$ cat src/design/sacc_addr_pkg.sv
// stream accelerator address layout
package sacc_addr_pkg;

   // io address and its fields
   localparam int addr_width    = 40;
   localparam int region_width  = 9;
   localparam int dev_width     = 4;
   localparam int reg_off_width = 20;
   localparam int tid_width     = 4;

   localparam int dev_pad_width    = addr_width - region_width - dev_width - reg_off_width;
   localparam int stream_pad_width = addr_width - region_width - tid_width;

   // one io address, read as a device access or as a stream beat
   // region sits on top in both views and picks the view
   typedef union packed {
      struct packed {
         logic [region_width-1:0]  region;
         logic [dev_width-1:0]     dev;
         logic [dev_pad_width-1:0] pad;
         logic [reg_off_width-1:0] reg_off;
      } dev_view;
      struct packed {
         logic [region_width-1:0]     region;
         logic [tid_width-1:0]        beat_tid;
         logic [stream_pad_width-1:0] pad;
      } stream_view;
   } sacc_addr_u;

   // device numbers
   localparam logic [dev_width-1:0] dev_cfg = 4'd1;
   localparam logic [dev_width-1:0] dev_dma = 4'd2;

   // frame control register offsets in device 1
   localparam logic [reg_off_width-1:0] reg_tlv_type = 20'h10000;
   localparam logic [reg_off_width-1:0] reg_tlv_idx  = 20'h10008;

   // tlv pair that closes a frame
   localparam int unsigned tlv_last_type = 4;
   localparam int unsigned tlv_last_idx  = 2;

endpackage

$ cat src/design/sacc_msg_pkg.sv
// io message definitions
package sacc_msg_pkg;

   // payload and size field widths
   localparam int data_width = 64;
   localparam int size_width = 3;

   // uncached memory command types
   typedef enum logic [0:0] {
      mem_rd = 1'b0,
      mem_wr = 1'b1
   } mem_type_e;

   // log2 of the byte count, so 3 means one 64-bit word
   // dma fetches always move a full word
   localparam logic [size_width-1:0] size_8b = 3'd3;

endpackage

$ cat src/design/sacc_cfg_regs.sv
// frame control registers
`timescale 1ns/10ps

module sacc_cfg_regs
   (
      input  logic                                 clk_i
    , input  logic                                 arst_n_i

    , input  logic                                 cfg_we_i
    , input  logic                                 cfg_wsel_i
    , input  logic [sacc_msg_pkg::data_width-1:0]  cfg_wdata_i

    , output logic [sacc_msg_pkg::data_width-1:0]  tlv_type_o
    , output logic [sacc_msg_pkg::data_width-1:0]  tlv_idx_o
   );

   import sacc_msg_pkg::*;

   logic [data_width-1:0] tlv_type_q;
   logic [data_width-1:0] tlv_idx_q;

   // wsel low picks tlv type, high picks tlv index
   always_ff @(posedge clk_i or negedge arst_n_i)
   begin
      if (!arst_n_i)
      begin
         tlv_type_q <= '0;
         tlv_idx_q  <= '0;
      end
      else if (cfg_we_i)
      begin
         if (cfg_wsel_i)
         begin
            tlv_idx_q <= cfg_wdata_i;
         end
         else
         begin
            tlv_type_q <= cfg_wdata_i;
         end
      end
   end

   assign tlv_type_o = tlv_type_q;
   assign tlv_idx_o  = tlv_idx_q;

endmodule

$ cat src/design/sacc_io_bridge.sv
// io command bridge
`timescale 1ns/10ps

module sacc_io_bridge
   (
      input  logic                                  clk_i
    , input  logic                                  arst_n_i

      // io command in
    , input  logic                                  cmd_v_i
    , input  sacc_msg_pkg::mem_type_e               cmd_type_i
    , input  logic [sacc_addr_pkg::addr_width-1:0]  cmd_addr_i
    , input  logic [sacc_msg_pkg::size_width-1:0]   cmd_size_i
    , input  logic [sacc_msg_pkg::data_width-1:0]   cmd_data_i
    , output logic                                  cmd_ready_o

      // io response out
    , output logic                                  resp_v_o
    , input  logic                                  resp_yumi_i
    , output sacc_msg_pkg::mem_type_e               resp_type_o
    , output logic [sacc_addr_pkg::addr_width-1:0]  resp_addr_o
    , output logic [sacc_msg_pkg::size_width-1:0]   resp_size_o
    , output logic [sacc_msg_pkg::data_width-1:0]   resp_data_o

      // dma fetch request out
    , output logic                                  dma_v_o
    , input  logic                                  dma_yumi_i
    , output logic [sacc_addr_pkg::addr_width-1:0]  dma_addr_o

      // register block
    , input  logic [sacc_msg_pkg::data_width-1:0]   tlv_type_i
    , input  logic [sacc_msg_pkg::data_width-1:0]   tlv_idx_i
    , output logic                                  cfg_we_o
    , output logic                                  cfg_wsel_o
    , output logic [sacc_msg_pkg::data_width-1:0]   cfg_wdata_o

      // beats to the frame engine
    , output logic                                  beat_v_o
    , output logic [sacc_msg_pkg::data_width-1:0]   beat_data_o
    , output logic [sacc_addr_pkg::tid_width-1:0]   beat_tid_o
    , output logic                                  beat_last_o
   );

   import sacc_addr_pkg::*;
   import sacc_msg_pkg::*;

   sacc_addr_u            cmd_addr;
   logic                  cmd_acc;
   logic                  is_stream;
   logic                  is_cfg;
   logic                  is_dma;
   logic                  tlv_is_last;
   logic [data_width-1:0] rd_data;

   assign cmd_addr = cmd_addr_i;

   // one transaction in flight at a time
   assign cmd_ready_o = ~resp_v_o & ~dma_v_o;
   assign cmd_acc     = cmd_v_i & cmd_ready_o;

   // classify by region first, then device number
   assign is_stream = (cmd_addr.dev_view.region != '0);
   assign is_cfg    = ~is_stream & (cmd_addr.dev_view.dev == dev_cfg);
   assign is_dma    = ~is_stream & (cmd_addr.dev_view.dev == dev_dma);

   // register writes land on the accept edge
   assign cfg_we_o    = cmd_acc & is_cfg & (cmd_type_i == mem_wr)
                      & ((cmd_addr.dev_view.reg_off == reg_tlv_type)
                      | (cmd_addr.dev_view.reg_off == reg_tlv_idx));
   assign cfg_wsel_o  = (cmd_addr.dev_view.reg_off == reg_tlv_idx);
   assign cfg_wdata_o = cmd_data_i;

   // readback is zero for writes and other offsets
   always_comb
   begin
      rd_data = '0;
      if (is_cfg && (cmd_type_i == mem_rd))
      begin
         case (cmd_addr.dev_view.reg_off)
            reg_tlv_type : rd_data = tlv_type_i;
            reg_tlv_idx  : rd_data = tlv_idx_i;
            default      : rd_data = '0;
         endcase
      end
   end

   assign tlv_is_last = (tlv_type_i == data_width'(tlv_last_type))
                      & (tlv_idx_i == data_width'(tlv_last_idx));

   // every accepted command but a dma request gets a response
   always_ff @(posedge clk_i or negedge arst_n_i)
   begin
      if (!arst_n_i)
      begin
         resp_v_o <= 1'b0;
         dma_v_o  <= 1'b0;
         beat_v_o <= 1'b0;
      end
      else
      begin
         beat_v_o <= cmd_acc & is_stream;
         if (cmd_acc & ~is_dma)
         begin
            resp_v_o <= 1'b1;
         end
         else if (resp_yumi_i)
         begin
            resp_v_o <= 1'b0;
         end
         if (cmd_acc & is_dma)
         begin
            dma_v_o <= 1'b1;
         end
         else if (dma_yumi_i)
         begin
            dma_v_o <= 1'b0;
         end
      end
   end

   // payloads held until the next accept
   always_ff @(posedge clk_i)
   begin
      if (cmd_acc & ~is_dma)
      begin
         resp_type_o <= cmd_type_i;
         resp_addr_o <= cmd_addr_i;
         resp_size_o <= cmd_size_i;
         resp_data_o <= rd_data;
      end
      if (cmd_acc & is_dma)
      begin
         dma_addr_o <= cmd_data_i[addr_width-1:0];
      end
      if (cmd_acc & is_stream)
      begin
         beat_data_o <= cmd_data_i;
         beat_tid_o  <= cmd_addr.stream_view.beat_tid;
         beat_last_o <= tlv_is_last;
      end
   end

endmodule

$ cat src/design/sacc_frame_engine.sv
// frame sum engine
`timescale 1ns/10ps

module sacc_frame_engine
   (
      input  logic                                 clk_i
    , input  logic                                 arst_n_i

    , input  logic                                 beat_v_i
    , input  logic [sacc_msg_pkg::data_width-1:0]  beat_data_i
    , input  logic [sacc_addr_pkg::tid_width-1:0]  beat_tid_i
    , input  logic                                 beat_last_i

    , output logic                                 frame_sum_v_o
    , output logic [sacc_msg_pkg::data_width-1:0]  frame_sum_o
    , output logic [sacc_addr_pkg::tid_width-1:0]  frame_tid_o
    , output logic                                 engine_idle_o
   );

   import sacc_msg_pkg::*;

   logic [data_width-1:0] acc_q;
   logic [data_width-1:0] acc_next;
   logic                  frame_open_q;

   // wraps at 64 bits
   assign acc_next = acc_q + beat_data_i;

   always_ff @(posedge clk_i or negedge arst_n_i)
   begin
      if (!arst_n_i)
      begin
         acc_q         <= '0;
         frame_open_q  <= 1'b0;
         frame_sum_v_o <= 1'b0;
      end
      else
      begin
         frame_sum_v_o <= beat_v_i & beat_last_i;
         if (beat_v_i)
         begin
            // a last beat closes the frame and clears the sum
            acc_q        <= beat_last_i ? '0 : acc_next;
            frame_open_q <= ~beat_last_i;
         end
      end
   end

   // result fields valid with the strobe
   always_ff @(posedge clk_i)
   begin
      if (beat_v_i & beat_last_i)
      begin
         frame_sum_o <= acc_next;
         frame_tid_o <= beat_tid_i;
      end
   end

   assign engine_idle_o = ~frame_open_q;

endmodule

$ cat src/design/sacc_top.sv
// stream accelerator top
`timescale 1ns/10ps

module sacc_top
   (
      input  logic                                  clk_i
    , input  logic                                  arst_n_i

    , input  logic                                  cmd_v_i
    , input  sacc_msg_pkg::mem_type_e               cmd_type_i
    , input  logic [sacc_addr_pkg::addr_width-1:0]  cmd_addr_i
    , input  logic [sacc_msg_pkg::size_width-1:0]   cmd_size_i
    , input  logic [sacc_msg_pkg::data_width-1:0]   cmd_data_i
    , output logic                                  cmd_ready_o

    , output logic                                  resp_v_o
    , input  logic                                  resp_yumi_i
    , output sacc_msg_pkg::mem_type_e               resp_type_o
    , output logic [sacc_addr_pkg::addr_width-1:0]  resp_addr_o
    , output logic [sacc_msg_pkg::size_width-1:0]   resp_size_o
    , output logic [sacc_msg_pkg::data_width-1:0]   resp_data_o

    , output logic                                  dma_v_o
    , input  logic                                  dma_yumi_i
    , output logic [sacc_addr_pkg::addr_width-1:0]  dma_addr_o

    , output logic                                  frame_sum_v_o
    , output logic [sacc_msg_pkg::data_width-1:0]   frame_sum_o
    , output logic [sacc_addr_pkg::tid_width-1:0]   frame_tid_o
    , output logic                                  engine_idle_o
   );

   import sacc_addr_pkg::*;
   import sacc_msg_pkg::*;

   // bridge to register block
   logic                  cfg_we;
   logic                  cfg_wsel;
   logic [data_width-1:0] cfg_wdata;
   logic [data_width-1:0] tlv_type;
   logic [data_width-1:0] tlv_idx;

   // bridge to engine
   logic                  beat_v;
   logic [data_width-1:0] beat_data;
   logic [tid_width-1:0]  beat_tid;
   logic                  beat_last;

   sacc_io_bridge i_bridge (
      .clk_i       (clk_i),
      .arst_n_i    (arst_n_i),
      .cmd_v_i     (cmd_v_i),
      .cmd_type_i  (cmd_type_i),
      .cmd_addr_i  (cmd_addr_i),
      .cmd_size_i  (cmd_size_i),
      .cmd_data_i  (cmd_data_i),
      .cmd_ready_o (cmd_ready_o),
      .resp_v_o    (resp_v_o),
      .resp_yumi_i (resp_yumi_i),
      .resp_type_o (resp_type_o),
      .resp_addr_o (resp_addr_o),
      .resp_size_o (resp_size_o),
      .resp_data_o (resp_data_o),
      .dma_v_o     (dma_v_o),
      .dma_yumi_i  (dma_yumi_i),
      .dma_addr_o  (dma_addr_o),
      .tlv_type_i  (tlv_type),
      .tlv_idx_i   (tlv_idx),
      .cfg_we_o    (cfg_we),
      .cfg_wsel_o  (cfg_wsel),
      .cfg_wdata_o (cfg_wdata),
      .beat_v_o    (beat_v),
      .beat_data_o (beat_data),
      .beat_tid_o  (beat_tid),
      .beat_last_o (beat_last)
   );

   sacc_cfg_regs i_cfg_regs (
      .clk_i       (clk_i),
      .arst_n_i    (arst_n_i),
      .cfg_we_i    (cfg_we),
      .cfg_wsel_i  (cfg_wsel),
      .cfg_wdata_i (cfg_wdata),
      .tlv_type_o  (tlv_type),
      .tlv_idx_o   (tlv_idx)
   );

   sacc_frame_engine i_engine (
      .clk_i         (clk_i),
      .arst_n_i      (arst_n_i),
      .beat_v_i      (beat_v),
      .beat_data_i   (beat_data),
      .beat_tid_i    (beat_tid),
      .beat_last_i   (beat_last),
      .frame_sum_v_o (frame_sum_v_o),
      .frame_sum_o   (frame_sum_o),
      .frame_tid_o   (frame_tid_o),
      .engine_idle_o (engine_idle_o)
   );

endmodule

$ cat config.mk
export PLATFORM = sky130hd
export DESIGN_NAME = sacc_top
export DESIGN_NICKNAME = d
export VERILOG_FILES = /design/src/design/sacc_addr_pkg.sv /design/src/design/sacc_msg_pkg.sv /design/src/design/sacc_cfg_regs.sv /design/src/design/sacc_io_bridge.sv /design/src/design/sacc_frame_engine.sv /design/src/design/sacc_top.sv
export SDC_FILE = /design/constraint.sdc
export NUM_CORES = 1
export LEC_CHECK = 0
export BUFFER_PORTS_ARGS = -buffer_cell sky130_fd_sc_hd__buf_4
export CORE_AREA = 5 5 198 200
export CTS_BUF_LIST = sky130_fd_sc_hd__clkbuf_4 sky130_fd_sc_hd__clkbuf_8 sky130_fd_sc_hd__clkbuf_16
export CTS_CLUSTER_DIAMETER = 120
export DETAILED_ROUTE_END_ITERATION = 8
export DIE_AREA = 0 0 203 205
export GPL_ROUTABILITY_DRIVEN = 0
export PLACE_DENSITY = 0.88
export SLEW_MARGIN = 20
export SYNTH_ARGS = -nofsm -noshare
export SYNTH_HDL_FRONTEND = slang
export SYNTH_SLANG_ARGS = --single-unit
$ cat constraint.sdc
create_clock -name clk_i -period 16 [get_ports clk_i]
set_clock_uncertainty 0.2 [all_clocks]
set_input_delay 2.4 -clock clk_i [delete_from_list [all_inputs] [get_ports clk_i]]
set_output_delay 2.4 -clock clk_i [all_outputs]
set_load 0.01 [all_outputs]
[Word-level counts from Yosys, hierarchy flattened]
Cells that the tools add are included.
Word-level totals
  bits in registers: 482
  bits of input ports: 113
  logic and storage cells: 58
Operators by class
  $add $sub $neg: 1
  equality and inequality tests: 6
  multiplexer cells: 6
  bitwise gates (word level): 21
  reduce and logical (&&, ||, !) cells: 6
Operators by type and width (count)
  case mux 64 bit (2 select lines): 1
  adder 64 bit: 1
  equality test 64 x 2 -> 1 bit, second input constant: 1
  equality test 64 x 3 -> 1 bit, second input constant: 1
  two-way mux 64 bit: 1
  equality test 20 x 17 -> 1 bit, second input constant: 2
  bitwise AND 1 bit: 12
  nonzero test 9 bit: 1
  NOT 1 bit: 8
  equality test 4 x 1 -> 1 bit, second input constant: 1
  equality test 4 x 2 -> 1 bit, second input constant: 1
  two-way mux 1 bit: 4
  AND reduction 2 bit: 2
  nonzero test 2 bit: 2
  logical AND 1 bit: 1
  OR 1 bit: 1

[Longest topological paths before layout]
Gate-level depths: netlist of run 1.
  word-level depth: 7
  depth in mapped cells: 12
  depth with buffers taken out: 12

[Hierarchy]
From an unflattened synthesis of run 1, not the netlist that was laid out.
Second synthesis, totals
  cell total of the unflattened synthesis: 1633
  area, all modules: 22673.0 sq um
By module, submodules not included
  sacc_io_bridge: instances 1, cells an instance 510, area an instance 9016.1 sq um, sequential area each 6591.3 sq um
  sacc_frame_engine: instances 1, cells an instance 852, area an instance 8525.7 sq um, sequential area each 3693.5 sq um
  sacc_cfg_regs: instances 1, cells an instance 271, area an instance 5131.2 sq um, sequential area each 3203.1 sq um

[Least setup slack after synthesis of run 1]
OpenSTA, ideal clock, no wires.
  path type: input-to-reg
  start point: input port cmd_addr_i[36] (netlist bit)
  end point: register i_bridge.resp_addr_o[0] (netlist bit) (enable)
  library setup time: 0.577 ns
  arrival time: 7.219 ns
  data required time: 15.223 ns
  path slack: 8.004 ns
  cell stages on the path: 5
  buffers on the path: 0
  cells stage by stage: nor4_1 > nand3_1 > or3_1 > nor3b_1 > nor2_1
On the way
  word-level cells in the longest chain between the ends: 5
Ends and longest elaborated chain
  start: declaration: line sacc_top.sv:11  | , input logic [sacc_addr_pkg::addr_width-1:0] cmd_addr_i
  nonzero test 9 bit: line sacc_io_bridge.sv:62  | assign is_stream = (cmd_addr.dev_view.region != '0);
  NOT 1 bit: line sacc_io_bridge.sv:64  | assign is_dma = ~is_stream & (cmd_addr.dev_view.dev == dev_dma);
  bitwise AND 1 bit: line sacc_io_bridge.sv:64
  NOT 1 bit: line sacc_io_bridge.sv:124  | if (cmd_acc & ~is_dma)
  bitwise AND 1 bit: line sacc_io_bridge.sv:124
  end signal: assignment: line sacc_io_bridge.sv:127  | resp_addr_o <= cmd_addr_i;
  end: declaration: line sacc_io_bridge.sv:21  | , output logic [sacc_addr_pkg::addr_width-1:0] resp_addr_o
Every way passes these cells.
A chain may end at the register's enable or synchronous reset.

[Worst setup path after layout of run 1]
  start point: input port cmd_addr_i[33] (netlist bit)
  end point: register i_cfg_regs.tlv_type_q[4] (netlist: i_cfg_regs.tlv_type_o[4])
On the way
  word-level cells in the longest chain between the ends: 7
Ends and longest elaborated chain
  nonzero test 9 bit: line sacc_io_bridge.sv:62
  NOT 1 bit: line sacc_io_bridge.sv:63  | assign is_cfg = ~is_stream & (cmd_addr.dev_view.dev == dev_cfg);
  bitwise AND 1 bit: line sacc_io_bridge.sv:63
  bitwise AND 1 bit (2 in series): line sacc_io_bridge.sv:67  | assign cfg_we_o = cmd_acc & is_cfg & (cmd_type_i == mem_wr)
  bitwise AND 1 bit: line sacc_io_bridge.sv:68  | & ((cmd_addr.dev_view.reg_off == reg_tlv_type)
  AND reduction 2 bit (no source line)
  end signal: assignment: line sacc_cfg_regs.sv:38  | tlv_type_q <= cfg_wdata_i;
  end: declaration: line sacc_cfg_regs.sv:19  | logic [data_width-1:0] tlv_type_q;
Every way passes these cells.

==> results of run 1 <==
## power groups by stage
stage | combinational, uW | sequential [uW] | clock (uW)
after floorplan | 782 | 1610 | 0
after global routing | 1250 | 1590 | 1160
after detailed placement | 1120 | 1600 | 0
after global placement | 1080 | 1590 | 0
after CTS | 1130 | 1580 | 1110
final | 1150 | 1580 | 1090
## metrics by stage
| step | total power, uW | instances | hold slack (ps) | setup WS [ps] |
|---|---|---|---|---|
| after floorplan | 2390 | 1556 | 200 | 8000 |
| after global placement | 2680 | 2307 | 203 | 10490 |
| after detailed placement | 2720 | 2307 | 211 | 10420 |
| after CTS | 3810 | 2395 | 219 | 11000 |
| after global routing | 4000 | 2396 | 234 | 10740 |
| final | 3820 | 2396 | 219 | 10930 |
## worst paths after layout
kind	startpoint	endpoint	slack, ps	depth (start not counted)
min in group asynchronous	arst_n_i	i_cfg_regs.tlv_idx_o[24]	1780	1
max in group asynchronous	arst_n_i	i_cfg_regs.tlv_type_o[56]	12510	2
setup / recovery	cmd_addr_i[33]	i_cfg_regs.tlv_type_o[4]	10930	9
setup reg to reg	i_bridge.beat_v_o	i_engine.frame_sum_o[53]	11850	4
hold / removal	i_bridge.beat_tid_o[2]	i_engine.frame_tid_o[2]	220	0
hold reg to reg	i_bridge.beat_tid_o[2]	i_engine.frame_tid_o[2]	220	0
## per-layer routing
layer	track usage, %	vias to the layer above	part of all wire, %
met2	42.2	596	50
met4	7.10	0	2.4
met3	6.16	105	7.8
met1	33.2	7218	40
li1	-	6548	-
met5	0	-	0
## cell usage in the layout, fill, tap and decap left out, types with 9 or more instances in the layout
cell and count:
o21bai_1 17, mux2_2 131, edfxtp_1 285, o21ai_0 35, xnor2_1 40, clkinv_2 9, ha_1 63, mux2i_1 68
nor2b_1 13, a22o_1 47, nor3_1 10, nor2_1 121, a21o_1 25, nand2_1 58, inv_1 30, nand4_1 19
clkbuf_16 48, clkbuf_4 17, o21a_1 11, xor2_1 16, a21oi_1 77, buf_4 342, or3_1 9, and2_1 9
a31oi_1 11, dfrtp_1 197, nor4_1 38, nand3_1 25
## cell families after synthesis
| group | count (synthesis) | share of synthesized area, % |
|---|---|---|
| AOI/OAI and AO/OA | 304 | 10.1 |
| adders and majority gates | 64 | 3.79 |
| muxes | 199 | 10.1 |
| buffers and inverters | 99 | 2.30 |
| and+or+nand+nor | 352 | 8.26 |
| xor gates and xnor gates | 56 | 2.30 |
| DFF | 482 | 63.2 |
## worst register-to-register path: stages (launching register included)
cell and delay (ps):
dfrtp_1 750, clkinv_1 890, buf_4 560, nor2_4 730, buf_4 610
## cell type report
cell class / instances / area [um^2] / share of cell area [%]
clock inverter: 19 / 150 / 0.583
sequential: 482 / 13500 / 52.3
multi-input combinational: 975 / 7420 / 28.8
clock buffer: 69 / 1380 / 5.37
timing repair buffer: 345 / 2610 / 10.1
inverter: 32 / 120 / 0.466
tap: 474 / 593 / 2.30
## registers in the layout, indices dropped and copies added, names as in the netlist, 3 cells and up
register / flops
i_bridge.beat_data_o: 64
i_bridge.beat_tid_o: 4
i_bridge.dma_addr_o: 40
i_bridge.resp_addr_o: 40
i_bridge.resp_data_o: 64
i_bridge.resp_size_o: 3
i_cfg_regs.tlv_idx_o: 64
i_cfg_regs.tlv_type_o: 64
i_engine.acc_q: 64
i_engine.frame_sum_o: 64
i_engine.frame_tid_o: 4
==> impl_metrics.env, run 1 <==
export IMPL_die_w_um=203
export IMPL_synth_area_leaders="edfxtp_1, dfrtp_1, mux2_2"
export IMPL_postCtsSetupBuffers=0
export IMPL_netlist_area_um2=21400
export IMPL_insertion_delay_ps=570
export IMPL_clkPwrFrac_pct=28.5
export IMPL_cts_buffers=47
export IMPL_io_pins=334
export IMPL_ir_drop_uv=102
export IMPL_avgSynthCellArea_um2=13.7
export IMPL_critical_path_max_stage_delay_ps=720
export IMPL_maxSlewViolCount=0
export IMPL_finalHoldViolCount=0
export IMPL_yosysTopAreaCell="edfxtp_1"
export IMPL_first_iter_violations=1106
export IMPL_netlist_area_leader_share_pct=40.1
export IMPL_cts_tree="yes"
export IMPL_first_global_vias=14700
export IMPL_p_per_area_nw_per_um2=148
export IMPL_syn2layout_area_growth_pct=20.7
export IMPL_p_sw_share_pct=32.0
export IMPL_outcome="completed"
export IMPL_cts_sinks=482
export IMPL_p_switching_uw=1220
export IMPL_stdcell_area_um2=25800
export IMPL_worstSetupPathType="input pin to flip-flop"
export IMPL_slew_headroom_pct=34.3
export IMPL_postLayoutCoreUtil_pct=69.2
export IMPL_clk_path_buf_depth=3
export IMPL_period_share_pct=31.7
export IMPL_drv_cap=0
export IMPL_gr_total_overflow=0
export IMPL_combPwrFrac_pct=30.2
export IMPL_ys_ff_latch=482
export IMPL_fmax_ghz=0.197
export IMPL_hp_class="flip-flop to flip-flop"
export IMPL_cp_slowest_cell="buf_4"
export IMPL_yosysMostFrequentCell="edfxtp_1"
export IMPL_power_internal_uw=2600
export IMPL_arrival_ps=5310
export IMPL_grt_max_degree=118
export IMPL_synth_cell_types=91
export IMPL_coreArea_um2=37200
export IMPL_worstMarginPinSlew_ps=986
export IMPL_crit_family="simple AND/OR/NAND/NOR gates"
export IMPL_syn_nets=1733
export IMPL_async_flop_share_pct=40.9
export IMPL_synth_common_cells="edfxtp_1, dfrtp_1, mux2_2, nor2_1, a21oi_1"
export IMPL_period_minus_slack_ps=5070
export IMPL_dieHeight_um=205
export IMPL_fillers=2464
export IMPL_wl_per_cell_um=22.2
export IMPL_required_ps=16240
export IMPL_antenna_found_initial=0
export IMPL_crit_chain="buf_4 > nor4_1 > nand3_1 > or3_1 > nor4_1 > and4_1 > nor2b_4 > buf_4 > mux2_2"
export IMPL_first_pass_iters=6
export IMPL_grt_setup_unrepaired="false"
export IMPL_holdBufCountCts=0
export IMPL_path_buf_inv=2
export IMPL_cts_resized=0
export IMPL_grt_pass1_wl_mm=82.8
export IMPL_cts_root_buf="clkbuf_16"
export IMPL_yosysWarningCount=0
export IMPL_rows=71
export IMPL_start_util_pct=57.4
export IMPL_power_leakage_uw=0.0111
export IMPL_ant_nets=0
export IMPL_synth_top_flop_cell="edfxtp_1"
export IMPL_wl_mm=53.2
export IMPL_syn_inst=1556
export IMPL_finalSetupTns_ps=0
export IMPL_num_vias=14500
export IMPL_seqPwrFrac_pct=41.3
export IMPL_viasPerCell=6.04
export IMPL_synth_seq_area_share_pct=63.2
export IMPL_grt_usage_pct=25.2
export IMPL_dpl_cell_area_um2=24200
export IMPL_setup_violations=0
export IMPL_portBuffers=333
export IMPL_drive_gt1_share_pct=31.1
export IMPL_antenna_cells=0
export IMPL_cp_start_kind="input pin"
export IMPL_dp_hpwl_mm=37.6
export IMPL_final_nets=2060
export IMPL_worstPathMaxFanout=64
export IMPL_cts_max_level=2
export IMPL_synth_edf_count=285
export IMPL_clk_pin_slew_ps=60
export IMPL_end_kind="flip-flop"
export IMPL_die_area_um2=41600
export IMPL_drc_errors=0
No activity file was read; power rests on OpenSTA's default activity.
==> inputs of run 2 (changes only) <==
CORE_AREA = 5 5 211 213   (was 5 5 198 200)
DIE_AREA = 0 0 216 218   (was 0 0 203 205)
PLACE_DENSITY = 0.82   (was 0.88)
clock period = 4.1 ns   (was 16 ns; I/O delays follow)
==> impl_metrics.env, run 2 (synthesis gave the netlist of run 1 again) <==
export IMPL_slew_headroom_pct=36.5
export IMPL_p_sw_share_pct=31.4
export IMPL_whs_ps=42.6
export IMPL_postCtsSetupBuffers=0
export IMPL_worstMarginPinSlew_ps=953
export IMPL_die_w_um=216
export IMPL_drv_cap=0
export IMPL_finalNonFillerCells=2516
export IMPL_syn2layout_area_growth_pct=24.1
export IMPL_insertion_delay_ps=580
export IMPL_cts_buffers=49
export IMPL_portBuffers=333
export IMPL_setup_violations=0
export IMPL_first_pass_iters=5
export IMPL_combPwrFrac_pct=29.7
export IMPL_worstPathMaxFanout=64
export IMPL_crit_family="simple AND/OR/NAND/NOR gates"
export IMPL_critical_path_max_stage_delay_ps=540
export IMPL_multi_input_area_um2=7420
export IMPL_final_common_cell="buf_4"
export IMPL_cpMostUsedCell="nor4_1"
export IMPL_maxSlewViolCount=0
export IMPL_worstSetupPathType="input pin to flip-flop"
export IMPL_first_global_vias=15200
export IMPL_grt_setup_unrepaired="false"
export IMPL_clkPwrFrac_pct=30.0
export IMPL_num_vias=14700
export IMPL_final_cell_mix="buf_4, edfxtp_1, dfrtp_1"
export IMPL_p_per_area_nw_per_um2=577
export IMPL_cp_start_kind="input pin"
export IMPL_place_inst=2384
export IMPL_io_pins=334
export IMPL_crit_chain="dlygate4sd3_1 > buf_4 > nor4_1 > nand3_1 > or3_1 > nor4_1 > and4_1 > nor2b_4 > buf_12 > mux2_2"
export IMPL_fmax_ghz=0.268
export IMPL_grt_usage_pct=23.1
export IMPL_antenna_found_initial=1
export IMPL_end_kind="flip-flop"
export IMPL_cts_tree="yes"
export IMPL_first_iter_violations=1072
export IMPL_required_ps=4360
export IMPL_cts_resized=0
export IMPL_rows=76
export IMPL_finalHoldViolCount=0
export IMPL_grt_max_degree=124
export IMPL_wl_mm=55.4
export IMPL_grt_pass1_wl_mm=86.1
export IMPL_power_internal_uw=10500
export IMPL_gr_total_overflow=0
export IMPL_ant_nets=0
export IMPL_drc_errors=0
export IMPL_clk_pin_slew_ps=60
export IMPL_fillers=3154
export IMPL_cp_slowest_cell="dlygate4sd3_1"
export IMPL_arrival_ps=3990
export IMPL_coreArea_um2=42500
export IMPL_dp_hpwl_mm=38.4
export IMPL_period_minus_slack_ps=3730
export IMPL_cts_root_buf="clkbuf_16"
export IMPL_final_nets=2106
export IMPL_cts_sinks=482
export IMPL_wl_per_cell_um=22.0
export IMPL_outcome="completed"
export IMPL_antenna_cells=0
export IMPL_ir_drop_uv=583
export IMPL_path_buf_inv=3
export IMPL_clk_path_buf_depth=3
export IMPL_die_area_um2=47100
export IMPL_start_util_pct=50.2
export IMPL_seqCellArea_um2=13500
export IMPL_seqPwrFrac_pct=40.3
export IMPL_power_leakage_uw=0.0114
export IMPL_place_ws_ps=457
export IMPL_dieHeight_um=218
export IMPL_period_share_pct=91.0
export IMPL_setup_slack_ps=369
export IMPL_viasPerCell=5.84
export IMPL_holdBufCountCts=40
export IMPL_p_switching_uw=4800
export IMPL_hp_class="input pin to flip-flop"
export IMPL_cts_max_level=2
export IMPL_drive_gt1_share_pct=30.8
export IMPL_finalSetupTns_ps=0
[run 2: cell types whose count changed in the layout (fill, tap and decap cells not counted), sizes merged]
| cell | before | now |
|---|---|---|
| clkinvlp | 3 | 1 |
| buf | 344 | 348 |
| clkbuf | 70 | 77 |
| dlygate4sd3 | 0 | 40 |
| inv | 33 | 31 |
| bufinv | 1 | 2 |
[run 2: cell type report]
cell class / instances / share of cell area, %
Multi-Input combinational cell: 975 / 28.0
Sequential cell: 482 / 50.9
Tap cell: 546 / 2.58
Timing Repair Buffer: 389 / 11.6
Clock inverter: 16 / 0.510
Clock buffer: 76 / 5.91
Inverter: 32 / 0.453
[run 2: worst paths after layout]
kind,start,to,slack (ps),cells past startpoint
max,cmd_addr_i[33],i_cfg_regs.tlv_type_o[4],370,10
min,cmd_data_i[40],i_bridge.beat_data_o[40],40,1
max in group asynchronous,arst_n_i,i_cfg_regs.tlv_type_o[61],2400,3
max reg2reg,i_bridge.beat_data_o[0],i_engine.frame_sum_o[62],400,12
min reg2reg,i_bridge.beat_tid_o[2],i_engine.frame_tid_o[2],220,0
min in group asynchronous,arst_n_i,i_cfg_regs.tlv_idx_o[28],250,2
[run 2: power groups by stage]
stage	clock (uW)	combinational [uW]	sequential, uW
finish	4590	4530	6160
detailed placement	0	4400	6240
CTS	4700	4480	6160
global placement	0	4300	6230
floorplan	0	3060	6260
global route	4910	4930	6210
[run 2: layer usage]
layer / wire [um] / GRT usage, %
met1: 22900 / 30.7
met2: 27200 / 38.6
met3: 3810 / 4.75
met4: 1560 / 6.97
met5: 0 / 0
[run 2: metrics by stage]
step | util (%) | total power [uW] | instance area [um^2]
after floorplan | - | 9320 | 21400
after global placement | 57.4 | 10500 | 24400
after detailed placement | 57.4 | 10600 | 24400
after CTS | 62.3 | 15300 | 26500
after global routing | 62.3 | 16000 | 26500
final | 62.3 | 15300 | 26500
